[src/verilog/isa_pkg.sv]
`default_nettype none

package isa_pkg;

    typedef logic [31:0] word_t;
    typedef logic [4:0]  reg_addr_t;
    typedef logic [6:0]  opcode_t;
    typedef logic [2:0]  funct3_t;

    localparam word_t INST_SIZE = 32'd4;

    // major opcodes, bits 6:0 of the instruction.
    localparam opcode_t OP     = 7'b0110011;
    localparam opcode_t OP_IMM = 7'b0010011;
    localparam opcode_t LUI    = 7'b0110111;
    localparam opcode_t AUIPC  = 7'b0010111;
    localparam opcode_t JAL    = 7'b1101111;
    localparam opcode_t JALR   = 7'b1100111;
    localparam opcode_t BRANCH = 7'b1100011;
    localparam opcode_t LOAD   = 7'b0000011;
    localparam opcode_t STORE  = 7'b0100011;

    localparam funct3_t F3_ADD     = 3'b000; // add and sub.
    localparam funct3_t F3_SLL     = 3'b001;
    localparam funct3_t F3_SLT     = 3'b010;
    localparam funct3_t F3_SLTU    = 3'b011;
    localparam funct3_t F3_XOR     = 3'b100;
    localparam funct3_t F3_SRL_SRA = 3'b101;
    localparam funct3_t F3_OR      = 3'b110;
    localparam funct3_t F3_AND     = 3'b111;

    // load and store sizes.
    localparam funct3_t F3_BYTE   = 3'b000;
    localparam funct3_t F3_HALF   = 3'b001;
    localparam funct3_t F3_WORD   = 3'b010;
    localparam funct3_t F3_BYTE_U = 3'b100;
    localparam funct3_t F3_HALF_U = 3'b101;

    localparam funct3_t F3_BEQ  = 3'b000;
    localparam funct3_t F3_BNE  = 3'b001;
    localparam funct3_t F3_BLT  = 3'b100;
    localparam funct3_t F3_BGE  = 3'b101;
    localparam funct3_t F3_BLTU = 3'b110;
    localparam funct3_t F3_BGEU = 3'b111;

    localparam logic [6:0] FUNCT7_ALT = 7'h20; // selects sub and sra.

endpackage

`default_nettype wire

[src/verilog/core_pkg.sv]
`default_nettype none

package core_pkg;

    typedef enum logic [2:0] {
        FETCH,
        FETCH_WAIT,
        EXECUTE,
        MEM,
        MEM_WAIT,
        TRAPPED
    } state_e;

    typedef enum logic [3:0] {
        ALU_ADD,
        ALU_SUB,
        ALU_SLL,
        ALU_SLT,
        ALU_SLTU,
        ALU_XOR,
        ALU_SRL,
        ALU_SRA,
        ALU_OR,
        ALU_AND,
        ALU_PASS_B // lui.
    } alu_op_e;

    typedef enum logic [1:0] {SRC1_RS1, SRC1_PC, SRC1_ZERO} alu_src1_e;
    typedef enum logic {SRC2_RS2, SRC2_IMM} alu_src2_e;
    typedef enum logic [1:0] {RD_ALU, RD_MEM, RD_LINK} rd_sel_e;

endpackage

`default_nettype wire

[src/verilog/reg_file.sv]
`timescale 1ns/1ps
`default_nettype none

module reg_file #(
    parameter int NUM_REGS = 32
) (
    input  wire                 clk,
    input  wire                 rst,
    input  isa_pkg::reg_addr_t  rs1,
    input  isa_pkg::reg_addr_t  rs2,
    input  isa_pkg::reg_addr_t  rd,
    input  isa_pkg::word_t      wr_data,
    input  wire                 wr_en,
    output isa_pkg::word_t      rs1_data,
    output isa_pkg::word_t      rs2_data
);
    localparam int AW = $clog2(NUM_REGS);

    isa_pkg::word_t regs [NUM_REGS];

    always_ff @(posedge clk) begin
        if (rst) begin
            regs <= '{default: '0};
        end else if (wr_en && rd != '0) begin
            regs[rd[AW-1:0]] <= wr_data;
        end
    end

    // x0 is never written, but reads of it are forced to zero anyway.
    assign rs1_data = (rs1 == '0) ? '0 : regs[rs1[AW-1:0]];
    assign rs2_data = (rs2 == '0) ? '0 : regs[rs2[AW-1:0]];

    // decode flags out of range indexes and control then traps instead of writing.
    a_wr_index: assert property (@(posedge clk) disable iff (rst)
        wr_en |-> int'(rd) < NUM_REGS);

endmodule

`default_nettype wire

[src/verilog/inst_decode.sv]
`timescale 1ns/1ps
`default_nettype none

module inst_decode #(
    parameter int NUM_REGS = 32
) (
    input  isa_pkg::word_t      ir,
    output isa_pkg::opcode_t    opcode,
    output isa_pkg::funct3_t    funct3,
    output isa_pkg::reg_addr_t  rd,
    output isa_pkg::reg_addr_t  rs1,
    output isa_pkg::reg_addr_t  rs2,
    output isa_pkg::word_t      imm,
    output core_pkg::alu_op_e   alu_op,
    output core_pkg::alu_src1_e src1,
    output core_pkg::alu_src2_e src2,
    output core_pkg::rd_sel_e   rd_sel,
    output logic                illegal
);
    logic [6:0] funct7;
    isa_pkg::word_t imm_i, imm_s, imm_b, imm_u, imm_j;
    logic bad_enc, use_rs1, use_rs2, use_rd;

    function automatic core_pkg::alu_op_e arith_op(isa_pkg::funct3_t f3, logic alt);
        case (f3)
            isa_pkg::F3_ADD:     return alt ? core_pkg::ALU_SUB : core_pkg::ALU_ADD;
            isa_pkg::F3_SLL:     return core_pkg::ALU_SLL;
            isa_pkg::F3_SLT:     return core_pkg::ALU_SLT;
            isa_pkg::F3_SLTU:    return core_pkg::ALU_SLTU;
            isa_pkg::F3_XOR:     return core_pkg::ALU_XOR;
            isa_pkg::F3_SRL_SRA: return alt ? core_pkg::ALU_SRA : core_pkg::ALU_SRL;
            isa_pkg::F3_OR:      return core_pkg::ALU_OR;
            default:             return core_pkg::ALU_AND;
        endcase
    endfunction

    assign opcode = ir[6:0];
    assign rd     = ir[11:7];
    assign funct3 = ir[14:12];
    assign rs1    = ir[19:15];
    assign rs2    = ir[24:20];
    assign funct7 = ir[31:25];

    assign imm_i = {{20{ir[31]}}, ir[31:20]};
    assign imm_s = {{20{ir[31]}}, ir[31:25], ir[11:7]};
    assign imm_b = {{19{ir[31]}}, ir[31], ir[7], ir[30:25], ir[11:8], 1'b0};
    assign imm_u = {ir[31:12], 12'b0};
    assign imm_j = {{11{ir[31]}}, ir[31], ir[19:12], ir[20], ir[30:21], 1'b0};

    always_comb begin
        alu_op  = core_pkg::ALU_ADD;
        src1    = core_pkg::SRC1_RS1;
        src2    = core_pkg::SRC2_IMM;
        rd_sel  = core_pkg::RD_ALU;
        imm     = imm_i;
        bad_enc = 1'b0;
        use_rs1 = 1'b0;
        use_rs2 = 1'b0;
        use_rd  = 1'b0;
        case (opcode)
            isa_pkg::OP: begin
                alu_op  = arith_op(funct3, funct7[5]);
                src2    = core_pkg::SRC2_RS2;
                {use_rs1, use_rs2, use_rd} = 3'b111;
                if (funct7 == isa_pkg::FUNCT7_ALT)
                    bad_enc = funct3 != isa_pkg::F3_ADD && funct3 != isa_pkg::F3_SRL_SRA;
                else
                    bad_enc = funct7 != 7'h00;
            end
            isa_pkg::OP_IMM: begin
                alu_op  = arith_op(funct3, funct3 == isa_pkg::F3_SRL_SRA && funct7[5]);
                {use_rs1, use_rd} = 2'b11;
                if (funct3 == isa_pkg::F3_SLL)
                    bad_enc = funct7 != 7'h00;
                else if (funct3 == isa_pkg::F3_SRL_SRA)
                    bad_enc = funct7 != 7'h00 && funct7 != isa_pkg::FUNCT7_ALT;
            end
            isa_pkg::LUI: begin
                alu_op = core_pkg::ALU_PASS_B;
                imm    = imm_u;
                use_rd = 1'b1;
            end
            isa_pkg::AUIPC: begin
                src1   = core_pkg::SRC1_PC;
                imm    = imm_u;
                use_rd = 1'b1;
            end
            isa_pkg::JAL: begin
                rd_sel = core_pkg::RD_LINK;
                imm    = imm_j;
                use_rd = 1'b1;
            end
            isa_pkg::JALR: begin
                rd_sel  = core_pkg::RD_LINK; // target is rs1 + imm out of the alu.
                {use_rs1, use_rd} = 2'b11;
                bad_enc = funct3 != 3'b000;
            end
            isa_pkg::BRANCH: begin
                src2    = core_pkg::SRC2_RS2;
                imm     = imm_b;
                {use_rs1, use_rs2} = 2'b11;
                bad_enc = funct3[2:1] == 2'b01;
            end
            isa_pkg::LOAD: begin
                rd_sel  = core_pkg::RD_MEM;
                {use_rs1, use_rd} = 2'b11;
                bad_enc = funct3 == 3'b011 || funct3[2:1] == 2'b11;
            end
            isa_pkg::STORE: begin
                imm     = imm_s;
                {use_rs1, use_rs2} = 2'b11;
                bad_enc = funct3[2] || funct3[1:0] == 2'b11;
            end
            default: bad_enc = 1'b1;
        endcase
    end

    assign illegal = bad_enc
                   || (use_rs1 && int'(rs1) >= NUM_REGS)
                   || (use_rs2 && int'(rs2) >= NUM_REGS)
                   || (use_rd && int'(rd) >= NUM_REGS);

endmodule

`default_nettype wire

[src/verilog/alu.sv]
`timescale 1ns/1ps
`default_nettype none

module alu (
    input  isa_pkg::word_t    a,
    input  isa_pkg::word_t    b,
    input  core_pkg::alu_op_e op,
    input  isa_pkg::funct3_t  funct3,
    output isa_pkg::word_t    result,
    output logic              branch_taken
);
    logic eq, lt, ltu;

    assign eq  = a == b;
    assign lt  = $signed(a) < $signed(b);
    assign ltu = a < b;

    always_comb begin
        case (op)
            core_pkg::ALU_SUB:    result = a - b;
            core_pkg::ALU_SLL:    result = a << b[4:0];
            core_pkg::ALU_SLT:    result = {31'b0, lt};
            core_pkg::ALU_SLTU:   result = {31'b0, ltu};
            core_pkg::ALU_XOR:    result = a ^ b;
            core_pkg::ALU_SRL:    result = a >> b[4:0];
            core_pkg::ALU_SRA:    result = $signed(a) >>> b[4:0];
            core_pkg::ALU_OR:     result = a | b;
            core_pkg::ALU_AND:    result = a & b;
            core_pkg::ALU_PASS_B: result = b;
            default:              result = a + b; // also address and jalr target.
        endcase
    end

    always_comb begin
        case (funct3)
            isa_pkg::F3_BEQ:  branch_taken = eq;
            isa_pkg::F3_BNE:  branch_taken = !eq;
            isa_pkg::F3_BLT:  branch_taken = lt;
            isa_pkg::F3_BGE:  branch_taken = !lt;
            isa_pkg::F3_BLTU: branch_taken = ltu;
            isa_pkg::F3_BGEU: branch_taken = !ltu;
            default:          branch_taken = 1'b0;
        endcase
    end

endmodule

`default_nettype wire

[src/verilog/core_control.sv]
`timescale 1ns/1ps
`default_nettype none

module core_control (
    input  wire              clk,
    input  wire              rst,
    input  isa_pkg::opcode_t opcode,
    input  wire              illegal,
    input  wire              target_misaligned,
    input  wire              misaligned,
    output logic             fetch,
    output logic             mem_read,
    output logic             mem_write,
    output logic             write_ir,
    output logic             write_pc,
    output logic             write_rd,
    output logic             trap
);
    core_pkg::state_e state, state_next;
    logic is_load, is_store, is_mem, fault, exec_ok;

    assign is_load  = opcode == isa_pkg::LOAD;
    assign is_store = opcode == isa_pkg::STORE;
    assign is_mem   = is_load || is_store;
    assign fault    = illegal || target_misaligned || (is_mem && misaligned);
    assign exec_ok  = state == core_pkg::EXECUTE && !fault && !is_mem;

    always_ff @(posedge clk) begin
        if (rst) begin
            state <= core_pkg::FETCH;
        end else begin
            state <= state_next;
        end
    end

    always_comb begin
        case (state)
            core_pkg::FETCH:      state_next = core_pkg::FETCH_WAIT;
            core_pkg::FETCH_WAIT: state_next = core_pkg::EXECUTE;
            core_pkg::EXECUTE: begin
                if (fault)
                    state_next = core_pkg::TRAPPED;
                else if (is_mem)
                    state_next = core_pkg::MEM;
                else
                    state_next = core_pkg::FETCH;
            end
            core_pkg::MEM:        state_next = is_load ? core_pkg::MEM_WAIT : core_pkg::FETCH;
            core_pkg::MEM_WAIT:   state_next = core_pkg::FETCH;
            default:              state_next = core_pkg::TRAPPED; // sticky until reset.
        endcase
    end

    assign fetch     = state == core_pkg::FETCH && !rst; // bus stays idle in reset.
    assign write_ir  = state == core_pkg::FETCH_WAIT;
    assign mem_read  = state == core_pkg::MEM && is_load;
    assign mem_write = state == core_pkg::MEM && is_store;
    assign write_pc  = exec_ok || mem_write || state == core_pkg::MEM_WAIT;
    // branch rd field holds immediate bits.
    assign write_rd  = (exec_ok && opcode != isa_pkg::BRANCH) || state == core_pkg::MEM_WAIT;
    assign trap      = state == core_pkg::TRAPPED;

    a_rd_ir_excl: assert property (@(posedge clk) disable iff (rst)
        !(write_rd && write_ir));

endmodule

`default_nettype wire

[src/verilog/mem_port.sv]
`timescale 1ns/1ps
`default_nettype none

module mem_port (
    input  wire              clk,
    input  wire              rst,
    input  wire              fetch,
    input  wire              mem_read,
    input  wire              mem_write,
    input  isa_pkg::word_t   pc,
    input  isa_pkg::word_t   addr,
    input  isa_pkg::word_t   store_data,
    input  isa_pkg::funct3_t funct3,
    input  isa_pkg::word_t   mem_rdata,
    output logic             mem_req,
    output logic             mem_we,
    output isa_pkg::word_t   mem_addr,
    output logic [3:0]       mem_be,
    output isa_pkg::word_t   mem_wdata,
    output isa_pkg::word_t   load_data,
    output logic             misaligned
);
    logic [1:0] off_q;
    isa_pkg::funct3_t size_q;
    isa_pkg::word_t lane;

    assign mem_req  = fetch || mem_read || mem_write;
    assign mem_we   = mem_write;
    assign mem_addr = fetch ? pc : addr;

    always_comb begin
        case (funct3[1:0])
            2'b00: begin
                mem_be    = 4'b0001 << addr[1:0];
                mem_wdata = {4{store_data[7:0]}};
            end
            2'b01: begin
                mem_be    = 4'b0011 << addr[1:0];
                mem_wdata = {2{store_data[15:0]}};
            end
            default: begin
                mem_be    = 4'b1111;
                mem_wdata = store_data;
            end
        endcase
        if (fetch)
            mem_be = 4'b1111;
    end

    assign misaligned = (funct3[1:0] == 2'b01 && addr[0])
                     || (funct3[1:0] == 2'b10 && addr[1:0] != 2'b00);

    // read data returns a cycle later, so keep what is needed to align it.
    always_ff @(posedge clk) begin
        if (rst) begin
            off_q  <= '0;
            size_q <= isa_pkg::F3_WORD;
        end else if (mem_read) begin
            off_q  <= addr[1:0];
            size_q <= funct3;
        end
    end

    assign lane = mem_rdata >> {off_q, 3'b000};

    always_comb begin
        case (size_q)
            isa_pkg::F3_BYTE:   load_data = {{24{lane[7]}}, lane[7:0]};
            isa_pkg::F3_HALF:   load_data = {{16{lane[15]}}, lane[15:0]};
            isa_pkg::F3_BYTE_U: load_data = {24'b0, lane[7:0]};
            isa_pkg::F3_HALF_U: load_data = {16'b0, lane[15:0]};
            default:            load_data = mem_rdata;
        endcase
    end

    // control traps in execute, so a misaligned data strobe never goes out.
    a_no_misaligned_req: assert property (@(posedge clk) disable iff (rst)
        mem_req && !fetch |-> !misaligned);

endmodule

`default_nettype wire

[src/verilog/rv_core.sv]
`timescale 1ns/1ps
`default_nettype none

module rv_core #(
    parameter int             NUM_REGS     = 32,
    parameter isa_pkg::word_t RESET_VECTOR = 32'h0000_0000
) (
    input  wire            clk,
    input  wire            rst,
    input  isa_pkg::word_t mem_rdata,
    output logic           mem_req,
    output logic           mem_we,
    output isa_pkg::word_t mem_addr,
    output logic [3:0]     mem_be,
    output isa_pkg::word_t mem_wdata,
    output logic           trap
);
    isa_pkg::word_t pc, ir, next_pc, pc_plus4, pc_target, jalr_target;
    isa_pkg::word_t imm, rs1_data, rs2_data, rd_data;
    isa_pkg::word_t alu_a, alu_b, alu_result, load_data;
    isa_pkg::opcode_t opcode;
    isa_pkg::funct3_t funct3;
    isa_pkg::reg_addr_t rd, rs1, rs2;
    core_pkg::alu_op_e alu_op;
    core_pkg::alu_src1_e src1;
    core_pkg::alu_src2_e src2;
    core_pkg::rd_sel_e rd_sel;
    logic illegal, branch_taken, misaligned, target_misaligned;
    logic fetch, mem_read, mem_write, write_ir, write_pc, write_rd;

    always_ff @(posedge clk) begin
        if (rst) begin
            pc <= RESET_VECTOR;
        end else if (write_pc) begin
            pc <= next_pc;
        end
    end

    always_ff @(posedge clk) begin
        if (write_ir) begin
            ir <= mem_rdata;
        end
    end

    assign pc_plus4    = pc + isa_pkg::INST_SIZE;
    assign pc_target   = pc + imm;                      // jal and branches.
    assign jalr_target = {alu_result[31:1], 1'b0};

    always_comb begin
        case (opcode)
            isa_pkg::JAL:    next_pc = pc_target;
            isa_pkg::JALR:   next_pc = jalr_target;
            isa_pkg::BRANCH: next_pc = branch_taken ? pc_target : pc_plus4;
            default:         next_pc = pc_plus4;
        endcase
    end

    assign target_misaligned = next_pc[1:0] != 2'b00;

    always_comb begin
        case (src1)
            core_pkg::SRC1_PC:   alu_a = pc;
            core_pkg::SRC1_ZERO: alu_a = '0;
            default:             alu_a = rs1_data;
        endcase
        alu_b = (src2 == core_pkg::SRC2_IMM) ? imm : rs2_data;
        case (rd_sel)
            core_pkg::RD_MEM:  rd_data = load_data;
            core_pkg::RD_LINK: rd_data = pc_plus4;
            default:           rd_data = alu_result;
        endcase
    end

    core_control u_core_control (
        .clk              (clk),
        .rst              (rst),
        .opcode           (opcode),
        .illegal          (illegal),
        .target_misaligned(target_misaligned),
        .misaligned       (misaligned),
        .fetch            (fetch),
        .mem_read         (mem_read),
        .mem_write        (mem_write),
        .write_ir         (write_ir),
        .write_pc         (write_pc),
        .write_rd         (write_rd),
        .trap             (trap)
    );

    inst_decode #(.NUM_REGS(NUM_REGS)) u_inst_decode (
        .ir     (ir),
        .opcode (opcode),
        .funct3 (funct3),
        .rd     (rd),
        .rs1    (rs1),
        .rs2    (rs2),
        .imm    (imm),
        .alu_op (alu_op),
        .src1   (src1),
        .src2   (src2),
        .rd_sel (rd_sel),
        .illegal(illegal)
    );

    reg_file #(.NUM_REGS(NUM_REGS)) u_reg_file (
        .clk     (clk),
        .rst     (rst),
        .rs1     (rs1),
        .rs2     (rs2),
        .rd      (rd),
        .wr_data (rd_data),
        .wr_en   (write_rd),
        .rs1_data(rs1_data),
        .rs2_data(rs2_data)
    );

    alu u_alu (
        .a           (alu_a),
        .b           (alu_b),
        .op          (alu_op),
        .funct3      (funct3),
        .result      (alu_result),
        .branch_taken(branch_taken)
    );

    mem_port u_mem_port (
        .clk       (clk),
        .rst       (rst),
        .fetch     (fetch),
        .mem_read  (mem_read),
        .mem_write (mem_write),
        .pc        (pc),
        .addr      (alu_result),
        .store_data(rs2_data),
        .funct3    (funct3),
        .mem_rdata (mem_rdata),
        .mem_req   (mem_req),
        .mem_we    (mem_we),
        .mem_addr  (mem_addr),
        .mem_be    (mem_be),
        .mem_wdata (mem_wdata),
        .load_data (load_data),
        .misaligned(misaligned)
    );

endmodule

`default_nettype wire

[config.mk]
export PLATFORM = sky130hd
export DESIGN_NAME = rv_core
export DESIGN_NICKNAME = d
export VERILOG_FILES = /design/src/verilog/isa_pkg.sv /design/src/verilog/core_pkg.sv /design/src/verilog/reg_file.sv /design/src/verilog/inst_decode.sv /design/src/verilog/alu.sv /design/src/verilog/core_control.sv /design/src/verilog/mem_port.sv /design/src/verilog/rv_core.sv
export SDC_FILE = /design/constraint.sdc
export NUM_CORES = 2
export LEC_CHECK = 0
export BUFFER_PORTS_ARGS = -buffer_cell sky130_fd_sc_hd__buf_4
export CORE_MARGIN = 2
export CORE_UTILIZATION = 65
export CTS_CLUSTER_DIAMETER = 50
export DETAILED_ROUTE_END_ITERATION = 8
export HOLD_SLACK_MARGIN = 0.15
export PLACE_DENSITY = 0.82
export SLEW_MARGIN = 20
export SYNTH_ARGS = -nofsm -noshare
export SYNTH_HDL_FRONTEND = slang
export SYNTH_SLANG_ARGS = --single-unit
[constraint.sdc]
create_clock -name clk -period 19.5 [get_ports clk]
set_input_delay 2.925 -clock clk [delete_from_list [all_inputs] [get_ports clk]]
set_output_delay 2.925 -clock clk [all_outputs]
set_load 0.01 [all_outputs]
==> results.yml, run 1 <==
synthesis:
  synth_compound_gate_area_share: 0.207
  yosys_warning_total: 0
  post_synth_inst_count: 7450
  synth_simple_gate_area_share: 0.155
  yosys.area_share.xor_xnor: 0.0114
  yosysSeqAreaShare: 0.330
  synth-edff-count: 32
  netlist.area_leader.share: 0.316
  yosys_register_bits: 1096
  postSynth.asyncResetShare: 0
  synthesis.area_per_instance_sq_um: 9.06
  synth_top_family_by_area: "compound AO/OA/AOI/OAI gates"
  synth-adder-area-share: 0.0252
  synth.lib_cells_used.distinct: 112
  synth_area_leader_cell: "dfxtp_1"
  ys_flop_type: "dfxtp_1"
  synthMuxAreaShare: 0.206
  syn_area_sq_um: 67500
  post_synth_main_area_contributors: "dfxtp_1 (32%), mux4_2 (14%), nand3_1 (8.5%), o21ai_0 (7.0%), mux2i_1 (4.2%)"
  post_synthesis_net_count: 7618
status:
  flow.first_error: "[ERROR GRT-0232] Routing congestion too high. Check the congestion heatmap in the GUI."
  outcome: "aborted with a tool error"
  flow.stopped_at: "5_1_grt"
grt:
  track_usage: 0.753
  grt_overflow_total: 63
  grt_start_max_net_pins: 256
  grt_antenna_before_repair: 41
cts:
  cts_inserted_buffers: 114
  ctsResizeCount: 0
  root_buffer: "clkbuf_16"
  clock_tree.buffer_depth: 3
  htree_num_levels: 3
  post_cts.repair.setup_buffers: 0
  cts_hold_bufs: 0
  clock_sinks: 1096
place:
  place.port_buffers: 104
  globalplace.congestion: 1.12
  dpl-instance-area_sq_um: 67800
  place.detailed.hpwl_um: 203000
floorplanning:
  floorplan.rows: 118
  initial_utilization: 0.654
  chipHeight_um: 326
  die_width_um: 326
  pin_count: 105
[cell usage after synthesis (all sizes together), types with 19 or more instances]
master	n
a22oi	96
o211ai	90
and3	34
o22ai	45
a221o	22
edfxtp	32
nor2	250
a31oi	38
nand3	1160
a21o	51
o21ai	1274
a2111oi	23
a221oi	41
xor2	30
mux2	90
o21bai	20
clkbuf	518
inv	133
and2	32
nand2	294
a21oi	271
mux2i	286
nor3	99
nand2b	34
buf	277
a211o	22
o221ai	37
or3	29
nor2b	66
a211oi	43
xnor2	58
dfxtp	1064
ha	131
o21a	31
o31ai	19
nand4	30
mux4	439
[cell families after synthesis]
family | count (synthesis)
adders and majority gates | 134
and+or+nand+nor | 2094
DFF | 1096
buffers and inverters | 930
muxes | 815
AOI/OAI and AO/OA | 2293
xor gates and xnor gates | 88
[per-layer routing]
layer | overflow | GRT usage
met5 | 1 | 0.370
met4 | 34 | 0.707
met3 | 0 | 0.589
met2 | 26 | 0.914
met1 | 2 | 0.775
[through the flow]
stage / std cells / setup slack [ns] / hold slack, ns
CTS: 8527 / 6.80 / 0.472
detailed placement: 8317 / 7.55 / 0.462
global placement: 8317 / 7.81 / 0.453
floorplan: 7450 / 9.63 / 0.437
==> run 2, diff against run 1 <==
Settings changed: CORE_UTILIZATION 65 to 40, CTS_CLUSTER_DIAMETER 50 to unset, HOLD_SLACK_MARGIN 0.15 to unset, PLACE_DENSITY 0.82 to unset, PLACE_DENSITY_LB_ADDON set to 0.15.
==> run 2 against run 1 <==
Net effect: the flow now finishes, with violations (DRC); synthesized area unchanged; synthesized cell count did not move.
==> results.yml, run 2 <==
sta:
  finalCritPeriodShare: 0.649
  max_clock_freq_mhz: 79.0
  rsz0062_at_grt: "false"
  final-setup-viol-count: 0
  report.final.slew_viol_count: 0
  fin_setup_tns_ns: 0
  fin_crit_ns: 12.65
  timing.final.hold_violations: 0
  clock_skew_ns: 0.101
  worst-slew-pin-transition_ns: 1.30
  slew_hr: 0.124
synthesis:
  post_synth_inst_count: 7450
  synth_area_leader_cell: "dfxtp_1"
  yosys_warning_total: 0
  ys_flop_type: "dfxtp_1"
  yosysSeqAreaShare: 0.330
  netlist.area_leader.share: 0.316
  synth-edff-count: 32
  yosys_register_bits: 1096
  synthesis.area_per_instance_sq_um: 9.06
  synthTopCellsByCount: "nand3_1 (1143), dfxtp_1 (1064), o21ai_0 (943)"
  post_synth_main_area_contributors: "dfxtp_1 (32%), mux4_2 (14%), nand3_1 (8.5%), o21ai_0 (7.0%), mux2i_1 (4.2%)"
  syn_area_sq_um: 67500
  post_synthesis_net_count: 7618
  synth.most_common_cell: "nand3_1"
  synth.lib_cells_used.distinct: 112
  postSynth.asyncResetShare: 0
floorplanning:
  die_width_um: 415
  initial_utilization: 0.403
  pin_count: 105
  chipHeight_um: 415
  floorplan.rows: 150
  design.die.area_sq_um: 172000
  core_area_sq_um: 167000
drt:
  vias: 64100
  drtIter0Drc: 9128
  drc_errors: 1
  via_to_cell_ratio: 6.83
  antenna_violating_nets_post_route: 0
  routed_wl_um: 335000
  drt-wirelength-per-cell_um: 35.7
  first_pass_iters: 9
place:
  place.detailed.hpwl_um: 223000
  globalplace.congestion: 1.01
  place.port_buffers: 104
final_layout:
  final-seq-area_sq_um: 22300
  layout.cells.most_common_list: "nand3_1 (1135), dfxtp_1 (1064), o21ai_0 (942), mux4_2 (417), o21ai_1 (325)"
  num-fill-cells: 16500
  layout-drive-gt1-share: 0.158
  final_core_util: 0.437
  largest_register_ff_count: 1024
  largest_register: "u_reg_file.regs"
  layout.cells.most_common: "nand3_1"
  finalNetCount: 7252
  area_growth_pct: 8.35
  multi_input_gate_area_in_the_final_layout_sq_um: 41100
  largestRegisters: "u_reg_file.regs (1024), ir (32), pc (32)"
setup_path:
  cp-startpoint: "ir[21]$_DFFE_PP_"
  critical_path.startpoint_type: "flop"
  worst-path-max-fanout: 134
  critical_path_class: "flop to output pin"
  worst_ep_required_time_ns: 16.57
  worstReg2RegStart: "ir[15]$_DFFE_PP_"
  arrival_ns: 9.73
  end_kind: "output pin"
cts:
  ctsResizeCount: 0
  root_buffer: "clkbuf_16"
  clock_sinks: 1096
  clock_tree.buffer_depth: 3
  cts_hold_bufs: 0
  cts_inserted_buffers: 119
  htree_num_levels: 3
  post_cts.repair.setup_buffers: 0
  clkLatencyLatePin_ns: 0.81
  cts_tree: "done"
  clkTransAtPathRegs_ns: 0.06
status:
  violations: "DRC"
  outcome: "complete, but fails checks"
pwr:
  internal_power_mw: 4.37
  p_per_area_nw_per_um2: 101
  post-layout-total-power_mw: 7.38
  p_leak_nw: 25.7
  p_switching_mw: 3.02
  seqPwrFrac: 0.321
  pwr-share-comb: 0.360
  p_clk_frac: 0.319
  swShare: 0.409
  irDropWorstVdd_v: 0.0000672
grt:
  wire_length_of_the_first_global_routing_pass_um: 467000
  track_usage: 0.376
  first_global_vias: 59400
  grt_antenna_before_repair: 17
  grt_start_max_net_pins: 135
  grt_overflow_total: 0
flow_run:
  timing.max_cap.violations: 0
min_path:
  hold_path_class: "flop to flop"
  hold_path.startpoint: "u_reg_file.regs[829]$_SDFFE_PP0P_"
[run 2: cell counts after synthesis]
No cell type changed its count.
[run 2: kinds of logic (layout without fill, tap and decap cells)]
kind of cell    after synthesis  count (layout)  synth area share
buf+inv                     930             656            0.0658
other cells                   0               6                 0
flops                      1096            1096             0.330
compound gates             2293            2293             0.207
xor+xnor                     88              88            0.0114
simple gates               2094            2094             0.155
mux                         815             815             0.206
fa+ha+maj                   134             134            0.0252
[run 2: path summary, 6_finish.rpt]
path                                                           to  slack (ns)  cells past startpoint
worst max register to register  u_reg_file.regs[371]$_SDFFE_PP0P_        8.01                     23
worst min register to register  u_reg_file.regs[829]$_SDFFE_PP0P_        0.47                      2
worst min-delay path            u_reg_file.regs[829]$_SDFFE_PP0P_        0.47                      2
worst max-delay path                                 mem_addr[28]        6.85                     24
[run 2: metrics by stage]
stage	cell area, sq um	hold WS, ns	std cells	setup WS, ns
after floorplan	67500	0.437	7450	9.63
after global placement	69000	0.455	9164	7.84
after detailed placement	69100	0.460	9167	7.87
after CTS	73100	0.469	9380	6.99
after global routing	73100	0.490	9381	6.68
final	73100	0.470	9386	6.85
[run 2: power groups by stage]
stage / clock (mW) / combinational, mW / sequential [mW]
3_3_place_gp: 0 / 2.57 / 2.41
4_1_cts: 2.38 / 2.57 / 2.36
6_report: 2.35 / 2.66 / 2.37
2_1_floorplan: 0 / 1.55 / 2.36
5_1_grt: 2.46 / 2.72 / 2.37
3_5_place_dp: 0 / 2.56 / 2.41
[run 2: final cells by class]
class,count,share of cell area
multi-input cells,5424,0.562
flip-flops and latches,1096,0.304
clock buffers,175,0.0488
well taps,2204,0.0377
repair buffers,308,0.0331
inverters,135,0.00710
clock inverters,38,0.00640
diodes,6,0.000205
[run 2: metal layers]
layer	global-route usage	part of all wire	wire length [um]
met1	0.482	0.39	132000
met2	0.572	0.44	146000
met3	0.0700	0.092	30900
met4	0.259	0.080	26800
met5	0	0.00024	79
[run 2: critical path, cell delays in order, from the launching register on]
cell and delay (ns):
edfxtp_1 0.41, buf_12 0.64, buf_4 0.67, buf_4 0.63, nand3b_1 0.16, o211ai_2 0.15, o21ai_2 0.10, buf_4 0.30
nand2_1 0.51, clkinv_1 0.48, ha_1 0.42, fa_1 0.48, nor2b_1 0.16, o21a_1 0.20, o21a_1 0.21, o211ai_1 0.42
a21oi_1 0.28, o211ai_1 0.40, nand4_1 0.33, and4_1 0.31, nor2_1 0.15, xnor2_1 0.12, a221oi_2 0.68, a21oi_1 0.26
buf_4 0.21
No activity file was read; power rests on OpenSTA's default activity.
